File: config.mk
export PLATFORM = sky130hd
export DESIGN_NAME = conv_controller_top
export DESIGN_NICKNAME = d
export VERILOG_FILES = /design/src/rtl/conv_ctrl_pkg.sv /design/src/rtl/conv_sequencer.sv /design/src/rtl/kernel_load_ctrl.sv /design/src/rtl/scan_position.sv /design/src/rtl/window_ctrl.sv /design/src/rtl/conv_controller_top.sv
export SDC_FILE = /design/constraint.sdc
export NUM_CORES = 1
export LEC_CHECK = 0
export BUFFER_PORTS_ARGS = -buffer_cell sky130_fd_sc_hd__buf_2
export CAP_MARGIN = 10
export CORE_ASPECT_RATIO = 0.8
export CORE_UTILIZATION = 38
export DETAILED_ROUTE_END_ITERATION = 7
export MAX_ROUTING_LAYER = met4
export PLACE_DENSITY_LB_ADDON = 0.3
export SLEW_MARGIN = 20
export SYNTH_ARGS = -nofsm -noshare
export SYNTH_HDL_FRONTEND = slang
export SYNTH_SLANG_ARGS = --single-unit
export TNS_END_PERCENT = 20
File: constraint.sdc
create_clock -name clk -period 2.5 [get_ports clk]
set_input_delay 0 -clock clk [delete_from_list [all_inputs] [get_ports clk]]
set_output_delay 0 -clock clk [all_outputs]
set_load 0.03 [all_outputs]
File: src/rtl/conv_ctrl_pkg.sv
package conv_ctrl_pkg;

  // window and buffer geometry
  localparam int WINDOW_PHASES = 18; // one mux input per phase
  localparam int FEATURE_HALF  = 9;  // next-feature entries are written two at a time
  localparam int KERNEL_BANKS  = 16;
  localparam int OUT_CHANNELS  = 16;

  typedef logic [6:0] coord_t;     // feature map coordinate, maps up to 128
  typedef logic [4:0] phase_t;     // compute phase, mux select and kernel address
  typedef logic [2:0] bank_pair_t; // kernel bank pair index
  typedef logic [3:0] ch_t;        // output channel

  typedef enum logic [1:0] {
    STRIDE_1 = 2'd0,
    STRIDE_2 = 2'd1,
    STRIDE_4 = 2'd2  // value 3 is reserved
  } stride_mode_e;

  typedef enum logic [2:0] {
    IDLE,
    FETCH_KERNEL,  // 8 bank pairs x 18 addresses
    FETCH_FEATURE, // first 18 feature words, two per cycle
    WRITE_THROUGH, // next buffer into working buffer
    COMPUTE,       // 18 phases per output position
    WRITEBACK      // drain the channels of the last position
  } ctrl_state_e;

  typedef struct packed {
    phase_t                  read_addr;
    logic                    re;
    phase_t                  write_addr;
    logic [KERNEL_BANKS-1:0] bank_we;
  } kernel_ctrl_t;

  typedef struct packed {
    phase_t mux_sel;
    logic   valid;
    logic   accumulate; // low restarts the accumulators
  } mac_ctrl_t;

  typedef struct packed {
    logic [WINDOW_PHASES-1:0] next_we;
    logic                     feature_we; // next buffer to working buffer
    logic                     output_we;  // latch the mac results
  } feature_ctrl_t;

  typedef struct packed {
    logic   valid;
    coord_t x;
    coord_t y;
    ch_t    ch;
  } out_beat_t;

endpackage

File: src/rtl/conv_sequencer.sv
`timescale 1ns/1ps

module conv_sequencer import conv_ctrl_pkg::*; (
  input  logic        clk,
  input  logic        arst_n_in,
  input  logic        start,
  input  logic        kernel_done,
  input  logic        last_pos,
  output ctrl_state_e state,
  output phase_t      phase,
  output logic        running
);

  localparam phase_t LAST_WINDOW_PHASE = phase_t'(WINDOW_PHASES - 1);
  localparam phase_t LAST_FEATURE_PHASE = phase_t'(FEATURE_HALF - 1);
  localparam phase_t LAST_DRAIN_PHASE = phase_t'(OUT_CHANNELS - 1);

  ctrl_state_e state_next;
  logic        phase_count_en;
  logic        phase_wrap;

  assign running = (state != IDLE);

  // the phase counter only paces the states that follow a fixed table
  assign phase_count_en = (state == FETCH_FEATURE) || (state == COMPUTE) ||
                          (state == WRITEBACK);
  assign phase_wrap = (state == COMPUTE) && (phase == LAST_WINDOW_PHASE);

  always_comb begin
    state_next = state;
    case (state)
      IDLE: begin
        if (start) state_next = FETCH_KERNEL;
      end
      FETCH_KERNEL: begin
        if (kernel_done) state_next = FETCH_FEATURE;
      end
      FETCH_FEATURE: begin
        if (phase == LAST_FEATURE_PHASE) state_next = WRITE_THROUGH;
      end
      WRITE_THROUGH: begin
        state_next = COMPUTE;
      end
      COMPUTE: begin
        // the window of the last position ends the sweep
        if (phase_wrap && last_pos) state_next = WRITEBACK;
      end
      WRITEBACK: begin
        if (phase == LAST_DRAIN_PHASE) state_next = IDLE;
      end
      default: begin
        state_next = IDLE;
      end
    endcase
  end

  always_ff @(posedge clk or negedge arst_n_in) begin
    if (!arst_n_in) begin
      state <= IDLE;
    end else begin
      state <= state_next;
    end
  end

  always_ff @(posedge clk or negedge arst_n_in) begin
    if (!arst_n_in) begin
      phase <= '0;
    end else if (state_next != state) begin
      phase <= '0; // every state starts at phase 0
    end else if (phase_count_en) begin
      if (phase_wrap) begin
        phase <= '0; // next window
      end else begin
        phase <= phase + 1'b1;
      end
    end
  end

endmodule

File: src/rtl/kernel_load_ctrl.sv
`timescale 1ns/1ps

module kernel_load_ctrl import conv_ctrl_pkg::*; (
  input  logic         clk,
  input  logic         arst_n_in,
  input  ctrl_state_e  state,
  input  phase_t       phase,
  output logic         kernel_done,
  output kernel_ctrl_t kernel_ctrl
);

  localparam bank_pair_t LAST_PAIR = bank_pair_t'(KERNEL_BANKS / 2 - 1);
  localparam phase_t LAST_ADDR = phase_t'(WINDOW_PHASES - 1);

  bank_pair_t pair;
  phase_t     waddr;
  logic       fetching;
  logic       last_addr;

  assign fetching  = (state == FETCH_KERNEL);
  assign last_addr = (waddr == LAST_ADDR);

  assign kernel_done = fetching && last_addr && (pair == LAST_PAIR);

  // address runs fastest, one bank pair per 18 words
  always_ff @(posedge clk or negedge arst_n_in) begin
    if (!arst_n_in) begin
      pair  <= '0;
      waddr <= '0;
    end else if (!fetching) begin
      pair  <= '0;
      waddr <= '0;
    end else if (last_addr) begin
      waddr <= '0;
      pair  <= pair + 1'b1; // wraps to 0 after the last pair
    end else begin
      waddr <= waddr + 1'b1;
    end
  end

  always_comb begin
    kernel_ctrl            = '0;
    kernel_ctrl.write_addr = waddr;
    if (fetching) begin
      // banks 2b and 2b+1 share one coefficient word
      kernel_ctrl.bank_we = KERNEL_BANKS'(2'b11) << {pair, 1'b0};
    end
    if (state == COMPUTE) begin
      kernel_ctrl.re        = 1'b1;
      kernel_ctrl.read_addr = phase; // coefficient for this mux input
    end
  end

endmodule

File: src/rtl/scan_position.sv
`timescale 1ns/1ps

module scan_position import conv_ctrl_pkg::*; #(
  parameter int FEATURE_MAP_WIDTH  = 128,
  parameter int FEATURE_MAP_HEIGHT = 128
) (
  input  logic         clk,
  input  logic         arst_n_in,
  input  ctrl_state_e  state,
  input  phase_t       phase,
  input  stride_mode_e stride_mode,
  output logic         last_pos,
  output logic         first_pos,
  output coord_t       out_x,
  output coord_t       out_y
);

  coord_t x;
  coord_t y;
  coord_t step;
  logic   last_x;
  logic   last_y;
  logic   window_end;

  always_comb begin
    case (stride_mode)
      STRIDE_1: step = coord_t'(1);
      STRIDE_2: step = coord_t'(2);
      STRIDE_4: step = coord_t'(4);
      default:  step = coord_t'(1); // reserved mode
    endcase
  end

  // last step on an axis is the first one within a stride of the edge
  assign last_x = (int'(x) + int'(step)) >= FEATURE_MAP_WIDTH;
  assign last_y = (int'(y) + int'(step)) >= FEATURE_MAP_HEIGHT;

  assign last_pos  = last_x && last_y;
  assign first_pos = (x == '0) && (y == '0);

  assign window_end = (state == COMPUTE) && (phase == phase_t'(WINDOW_PHASES - 1));

  // y inner, x outer
  always_ff @(posedge clk or negedge arst_n_in) begin
    if (!arst_n_in) begin
      x <= '0;
      y <= '0;
    end else if (state == IDLE) begin
      x <= '0;
      y <= '0;
    end else if (window_end) begin
      y <= last_y ? coord_t'(0) : y + step;
      if (last_y) begin
        x <= last_x ? coord_t'(0) : x + step;
      end
    end
  end

  // results of the finished window leave during the next window
  always_ff @(posedge clk or negedge arst_n_in) begin
    if (!arst_n_in) begin
      out_x <= '0;
      out_y <= '0;
    end else if (window_end) begin
      out_x <= x;
      out_y <= y;
    end
  end

endmodule

File: src/rtl/window_ctrl.sv
`timescale 1ns/1ps

module window_ctrl import conv_ctrl_pkg::*; (
  input  ctrl_state_e   state,
  input  phase_t        phase,
  input  logic          first_pos,
  input  coord_t        out_x,
  input  coord_t        out_y,
  output logic          a_ready,
  output mac_ctrl_t     mac_ctrl,
  output feature_ctrl_t feature_ctrl,
  output out_beat_t     out_beat
);

  localparam phase_t LAST_PHASE = phase_t'(WINDOW_PHASES - 1);

  logic [WINDOW_PHASES-1:0] pair_we;
  logic                     load_phase;

  // entries p and p+9 are written together from one input word
  assign pair_we = (WINDOW_PHASES'(1) << phase) |
                   (WINDOW_PHASES'(1) << (int'(phase) + FEATURE_HALF));

  assign load_phase = (int'(phase) < FEATURE_HALF);

  always_comb begin
    a_ready      = 1'b0;
    mac_ctrl     = '0;
    feature_ctrl = '0;
    out_beat.valid = 1'b0;
    out_beat.x     = out_x;
    out_beat.y     = out_y;
    out_beat.ch    = ch_t'(phase);

    case (state)
      FETCH_KERNEL: begin
        a_ready = 1'b1; // one coefficient word per cycle
      end

      FETCH_FEATURE: begin
        a_ready = load_phase;
        if (load_phase) feature_ctrl.next_we = pair_we;
      end

      WRITE_THROUGH: begin
        feature_ctrl.feature_we = 1'b1;
      end

      COMPUTE: begin
        mac_ctrl.mux_sel    = phase;
        mac_ctrl.valid      = (phase != LAST_PHASE);
        mac_ctrl.accumulate = (phase != '0); // phase 0 starts a new sum

        // prefetch of the next window overlaps the first half
        a_ready = load_phase;
        if (load_phase) feature_ctrl.next_we = pair_we;

        // previous position streams out, nothing to send in the first window
        out_beat.valid = (int'(phase) < OUT_CHANNELS) && !first_pos;

        if (phase == LAST_PHASE) begin
          feature_ctrl.feature_we = 1'b1;
          feature_ctrl.output_we  = 1'b1;
        end
      end

      WRITEBACK: begin
        out_beat.valid = 1'b1; // drain of the last position
      end

      default: begin
      end
    endcase
  end

endmodule

File: src/rtl/conv_controller_top.sv
`timescale 1ns/1ps

module conv_controller_top import conv_ctrl_pkg::*; #(
  parameter int FEATURE_MAP_WIDTH  = 128,
  parameter int FEATURE_MAP_HEIGHT = 128
) (
  input  logic          clk,
  input  logic          arst_n_in,
  input  logic          start,
  input  stride_mode_e  stride_mode, // held while running
  output logic          running,
  output logic          a_ready,
  output kernel_ctrl_t  kernel_ctrl,
  output mac_ctrl_t     mac_ctrl,
  output feature_ctrl_t feature_ctrl,
  output out_beat_t     out_beat
);

  ctrl_state_e state;
  phase_t      phase;
  logic        kernel_done;
  logic        last_pos;
  logic        first_pos;
  coord_t      out_x;
  coord_t      out_y;

  conv_sequencer sequencer_i (
    .clk         (clk),
    .arst_n_in   (arst_n_in),
    .start       (start),
    .kernel_done (kernel_done),
    .last_pos    (last_pos),
    .state       (state),
    .phase       (phase),
    .running     (running)
  );

  kernel_load_ctrl kernel_load_i (
    .clk         (clk),
    .arst_n_in   (arst_n_in),
    .state       (state),
    .phase       (phase),
    .kernel_done (kernel_done),
    .kernel_ctrl (kernel_ctrl)
  );

  scan_position #(
    .FEATURE_MAP_WIDTH  (FEATURE_MAP_WIDTH),
    .FEATURE_MAP_HEIGHT (FEATURE_MAP_HEIGHT)
  ) scan_i (
    .clk         (clk),
    .arst_n_in   (arst_n_in),
    .state       (state),
    .phase       (phase),
    .stride_mode (stride_mode),
    .last_pos    (last_pos),
    .first_pos   (first_pos),
    .out_x       (out_x),
    .out_y       (out_y)
  );

  window_ctrl window_i (
    .state        (state),
    .phase        (phase),
    .first_pos    (first_pos),
    .out_x        (out_x),
    .out_y        (out_y),
    .a_ready      (a_ready),
    .mac_ctrl     (mac_ctrl),
    .feature_ctrl (feature_ctrl),
    .out_beat     (out_beat)
  );

endmodule

==> results of run 1 <==
## state kept, by name, summed over array words and instances, names as in the netlist
name	cells
kernel_load_i.waddr	5
scan_i.x	7
sequencer_i.state	3
kernel_load_i.pair	3
scan_i.y	7
scan_i.out_y	7
scan_i.out_x	7
sequencer_i.phase	5
## cell type report
class / count / area, um^2 / area share, %
Tap cell: 108 / 135 / 3.60
Timing Repair Buffer: 93 / 505 / 13.5
Clock buffer: 6 / 82.6 / 2.20
Multi-Input combinational cell: 295 / 1870 / 49.7
Sequential cell: 44 / 1100 / 29.3
Clock inverter: 2 / 10.0 / 0.266
Inverter: 14 / 57.6 / 1.53
## metrics by stage
step,setup slack [ns],instances
detailed placement,0.303,553
global route,0.00446,562
global placement,0.381,553
floorplan,0.376,394
CTS,0.122,562
finish,0.132,562
## cells in the mapped netlist, drive strengths merged, types with 2 or more instances
master  number  share of area, %
xor2         8               2.1
nor4bb       2              0.61
nor3         3              0.46
nand2       64               7.6
nor2        47               5.4
clkinv       3              0.50
ha          24               9.2
nor2b        4              0.77
a32oi        8               2.4
a22o         4               1.1
o211ai       3              0.69
or2          3              0.58
nand3       12               2.0
mux2         2              0.69
a21oi       23               3.5
or3          3              0.58
o21ai        7               1.1
buf         25               5.4
and2         3              0.58
nand3b       5               1.2
and4         2              0.54
and3        10               1.9
a22oi        5               1.2
a211oi       4               1.3
xnor2        6               1.6
nand4        6               1.2
nand2b       9               1.7
inv         11               1.3
nor4         6               1.2
mux2i        4               1.2
clkbuf      16               1.9
dfrtp       44                34
o221ai       3              0.81
a21o         3              0.69
## power breakdown
part	total, mW	switching [mW]	internal, mW	leakage [nW]
Combinational	0.537	0.364	0.173	1.33
Sequential	0.832	0.0658	0.766	0.598
Clock	0.459	0.238	0.221	0.0510
## layer usage
layer	vias up	routed length [um]	global-route usage, %
met3	4	381	2.76
met5	-	0	-
met1	1421	3710	25.8
li1	1458	-	-
met2	79	3670	29.5
met4	0	20	1.89
## tightest hold or removal path: cells and delay by family
| kind | cells | cell delay (ns) |
|---|---|---|
| simple gates | 1 | 0.17 |
| mux | 1 | 0.09 |
| compound gates | 1 | 0.09 |
| buf+inv | 1 | 0.08 |
## how the worst max path moves through the flow
stage | end | depth (start not counted) | start
final | feature_ctrl[0] | 7 | sequencer_i.phase[1]
after global routing | feature_ctrl[0] | 7 | sequencer_i.phase[1]
after CTS | feature_ctrl[0] | 7 | sequencer_i.phase[1]
after detailed placement | scan_i.y[6] | 8 | sequencer_i.phase[1]
after global placement | scan_i.y[2] | 8 | sequencer_i.phase[1]
after floorplan | scan_i.x[6] | 8 | sequencer_i.phase[1]
## cell usage in the layout, fill, tap and decap left out, types with 4 or more instances in the layout
cell type  count
buf_4         14
mux2i_1        4
xor2_1         8
nand2_1       62
a32oi_1        7
nand3b_1       5
nand2b_1       9
a22oi_1        5
nand3_1       11
xnor2_1        6
nor4_1         6
clkbuf_8       6
nor2_1        47
inv_1         11
o21ai_0        6
a21oi_1       23
a22o_1         4
ha_1          24
nand4_1        6
and3_1        10
buf_2         78
dfrtp_1       44
nor2b_1        4
## what timing repair did
item,in CTS,in global routing
gates resized for setup,0,1
setup buffers,0,0
hold endpoints to repair,44,0
hold buffers,1,0
endpoints found under the setup margin,0,5
## logic make-up (layout without fill, tap and decap cells)
logic type / count (synthesis) / count (layout) / synth area share, %
XOR/XNOR: 14 / 14 / 3.76
AO/OA/AOI/OAI: 66 / 66 / 14.3
AND/OR/NAND/NOR: 185 / 185 / 28.0
multiplexers: 6 / 6 / 1.92
adder cells (fa/ha/maj): 24 / 24 / 9.21
buffers and inverters: 55 / 115 / 9.06
flip-flops: 44 / 44 / 33.8
==> results_dict.tcl, run 1 <==
set metrics [dict create \
    arrival_ns 2.37 \
    critPathMaxStageDelay_ns 0.47 \
    placed_area_um2 3650 \
    drive_above_1_share_pct 25.1 \
    n_fill_cell 841 \
    drt_iter0_drc 161 \
    worstPathCellList "inv_1 -> ha_1 -> and4bb_2 -> nand2_4 -> clkinv_1 -> buf_4 -> buf_2" \
    finalMaxSlewViolations 0 \
    hold_class "in2reg" \
    synth_nets 423 \
    max_cap_violations 0 \
    htreeDepth 2 \
    firstDrtPassIters 4 \
    critPathMaxFanout 22 \
    maxSlewHeadroom_pct 62.5 \
    rows 29 \
    r2r_cells 8 \
    worstHoldStart "start" \
    drc 0 \
    cts_tree "yes" \
    critPathKind "reg2out" \
    postSynthCellCount 394 \
    vias_per_cell 5.27 \
    synth_warnings 0 \
    status "finished, final reports clean" \
    areaGrowthSynthToFinish_pct 15.3 \
    critPathCaptureType "output port" \
    finalCoreUtilization_pct 46.2 \
    startpoint_type "flip-flop" \
    clk_latency_ns 0.29 \
    cp.buffers_inverters 4 \
    insertedDiodeCount 0 \
    rr_endpoint "scan_i.y[6]" \
    period_share_pct 94.7 \
    antenna_found_initial 0 \
    min_path_cells 4 \
    ys_async_sr_fraction_pct 100 \
    ys_seq_area_share_pct 33.8 \
    wirelength_mm 7.78 \
    slowest_stage "dfrtp_1" \
    r2r_start "sequencer_i.phase[1]" \
    final_cell_area_um2 3760 \
    final.setup_skew_ns 0.0100 \
    fmax_mhz 422 \
    port_buffers 79 \
    reg2reg_slack_ns 0.25 \
    grt_overflow 0 \
    design.core.area_um2 8130 \
    initial_core_util_pct 40.1 \
    synth_edf_count 0 \
    gr-usage-all-layers_pct 18.5 \
    grt_pass1_vias 2716 \
    clk_pin_slew_ns 0.09 \
    ys_seq_elements 44 \
    whs_ns 0.167 \
    synth_cell_types 55 \
    ant_nets 0 \
    fin_crit_ns 2.37 \
    netlist_area_um2 3260 \
    worst_pin_slew_ns 0.563 \
    vias 2962 \
    p_per_area_nw_per_um2 486 \
    die_h_um 84.8 \
    hold_viol 0 \
    setup-violations-final 0 \
    die_area_um2 8950 \
    dp.final_hpwl_mm 5.90 \
    p_leak_nw 1.98 \
    p_total_mw 1.83 \
    clock-root-buffer "clkbuf_8" \
    setup-tns-final_ns 0 \
    finalNetCount 482 \
    rsz0062_at_grt "false" \
    grt_pass1_wl_mm 13.2 \
    hold-path-endpoint "sequencer_i.phase[1]" \
    clkSinkCount 44 \
    die_w_um 106 \
    ir_drop_mv 0.580 \
    clockBufferDepth 2 \
    avgSynthCellArea_um2 8.27 \
    synth-main-ff-cell "dfrtp_1" \
    worstPathRequired_ns 2.50 \
    cts_made_buffers 5 \
    avgRoutedWirePerCell_um 13.8 \
    gp_congestion 0.858 \
    io_pins 80 \
    crit_family "buffers and inverters" \
    grt_max_degree 45 \
]
(Power assumes the default switching activity.)
==> run 2: changes to the inputs <==
--- a/config.mk
+++ b/config.mk
@@ -8,7 +8,7 @@
 export BUFFER_PORTS_ARGS = -buffer_cell sky130_fd_sc_hd__buf_2
 export CAP_MARGIN = 10
 export CORE_ASPECT_RATIO = 0.8
-export CORE_UTILIZATION = 38
+export CORE_UTILIZATION = 50
 export DETAILED_ROUTE_END_ITERATION = 7
 export MAX_ROUTING_LAYER = met4
 export PLACE_DENSITY_LB_ADDON = 0.3
==> results_dict.tcl, run 2 (synthesized netlist as in run 1, its figures left out) <==
set metrics [dict create \
    die_h_um 74.2 \
    dp.final_hpwl_mm 5.65 \
    fin_crit_ns 2.33 \
    clk_latency_ns 0.29 \
    grt_max_degree 45 \
    reg2reg_slack_ns 0.28 \
    clock-root-buffer "clkbuf_8" \
    crit_end "feature_ctrl[0]" \
    max_cap_violations 0 \
    layout_common_cells "buf_2 (79), nand2_1 (63), nor2_1 (47), dfrtp_1 (44), ha_1 (23)" \
    maxSlewHeadroom_pct 36.2 \
    fmax_mhz 430 \
    critPathMaxStageDelay_ns 0.49 \
    whs_ns 0.153 \
    clkSinkCount 44 \
    ir_drop_mv 0.275 \
    p_leak_nw 1.97 \
    worstPathRequired_ns 2.50 \
    cp.buffers_inverters 4 \
    rows 25 \
    firstDrtPassIters 5 \
    final_cell_area_um2 3710 \
    r2r_cells 7 \
    design.core.area_um2 6100 \
    setup-violations-final 0 \
    period_share_pct 93.0 \
    ant_nets 0 \
    drc 0 \
    clockBufferDepth 2 \
    status "finished, final reports clean" \
    arrival_ns 2.33 \
    initial_core_util_pct 53.4 \
    finalMaxSlewViolations 0 \
    final.setup_skew_ns 0.00935 \
    critPathCaptureType "output port" \
    drive_above_1_share_pct 24.7 \
    gp_congestion 0.875 \
    cts_made_buffers 5 \
    die_w_um 92.3 \
    grt_pass1_wl_mm 12.3 \
    critPathMaxFanout 22 \
    port_buffers 79 \
    worst_pin_slew_ns 0.957 \
    rsz0062_at_grt "false" \
    startpoint "sequencer_i.phase[1]" \
    hold_viol 0 \
    rr_endpoint "scan_i.x[6]" \
    placed_area_um2 3610 \
    cts_tree "yes" \
    slowest_stage "dfrtp_1" \
    areaGrowthSynthToFinish_pct 14.0 \
    critPathKind "reg2out" \
    vias 2989 \
    finalNetCount 481 \
    clk_pin_slew_ns 0.08 \
    grt_overflow 0 \
    vias_per_cell 5.60 \
    htreeDepth 2 \
    crit_family "buffers and inverters" \
    setup-tns-final_ns 0 \
    grt_pass1_vias 2773 \
    path_depth 7 \
    insertedDiodeCount 0 \
    gr-usage-all-layers_pct 23.0 \
    r2r_start "sequencer_i.phase[1]" \
    p_total_mw 1.82 \
    io_pins 80 \
    final_common_cell "buf_2" \
    wirelength_mm 7.52 \
    p_per_area_nw_per_um2 491 \
    finalCoreUtilization_pct 60.9 \
    startpoint_type "flip-flop" \
    antenna_found_initial 0 \
    post_cts_buffers 0 \
    die_area_um2 6850 \
    drt_iter0_drc 171 \
    hold_class "in2reg" \
    avgRoutedWirePerCell_um 14.1 \
    worstPathCellList "inv_1 -> ha_1 -> and4bb_2 -> nand2_4 -> clkinv_1 -> buf_4 -> buf_2" \
]
run 2: worst min path at each step:
| stage | cells past startpoint | start | slack (ns) | end |
|---|---|---|---|---|
| final | 4 | start | 0.15 | sequencer_i.phase[3] |
| after global routing | 4 | start | 0.17 | sequencer_i.phase[3] |
| after CTS | 4 | start | 0.14 | sequencer_i.phase[3] |
| after detailed placement | 1 | arst_n_in | 0.21 | kernel_load_i.pair[2] |
| after global placement | 1 | arst_n_in | 0.20 | kernel_load_i.pair[2] |
| after floorplan | 0 | arst_n_in | -0.30 | kernel_load_i.pair[0] |
run 2: repair_timing:
action,in CTS,in global routing
endpoints found under the hold margin,44,0
setup endpoints to repair,0,8
hold buffers,1,0
gates resized for setup,0,2
run 2: layout make-up:
| cell class | count | area [um^2] |
|---|---|---|
| fillers | 564 | 2380 |
| multi-input cells | 295 | 1870 |
| flip-flops and latches | 44 | 1100 |
| repair buffers | 92 | 495 |
| well taps | 81 | 101 |
| clock buffers | 8 | 90.1 |
| inverters | 14 | 57.6 |
run 2: layer usage:
metal	track usage (%)	part of all wire, %	wire [um]	vias up
met5	-	0	0	-
met4	5.90	0.78	59	0
met3	3.78	5.7	431	6
met2	39.5	49	3650	113
met1	28.6	45	3380	1414
li1	-	-	-	1456
run 2: through the flow:
stage / setup slack, ns / cells
2_1_floorplan: 0.376 / 394
3_3_place_gp: 0.405 / 525
3_5_place_dp: 0.310 / 525
4_1_cts: 0.0280 / 534
5_1_grt: 0.0193 / 534
6_report: 0.174 / 534
run 2: where the power goes:
part           internal, mW  switching, mW
sequential            0.767         0.0669
clock                 0.226          0.230
combinational         0.173          0.363
run 2: tightest hold or removal path: stages:
cell	delay, ns
buf_2	0.09
mux2i_1	0.08
nand2_1	0.16
a21oi_1	0.09
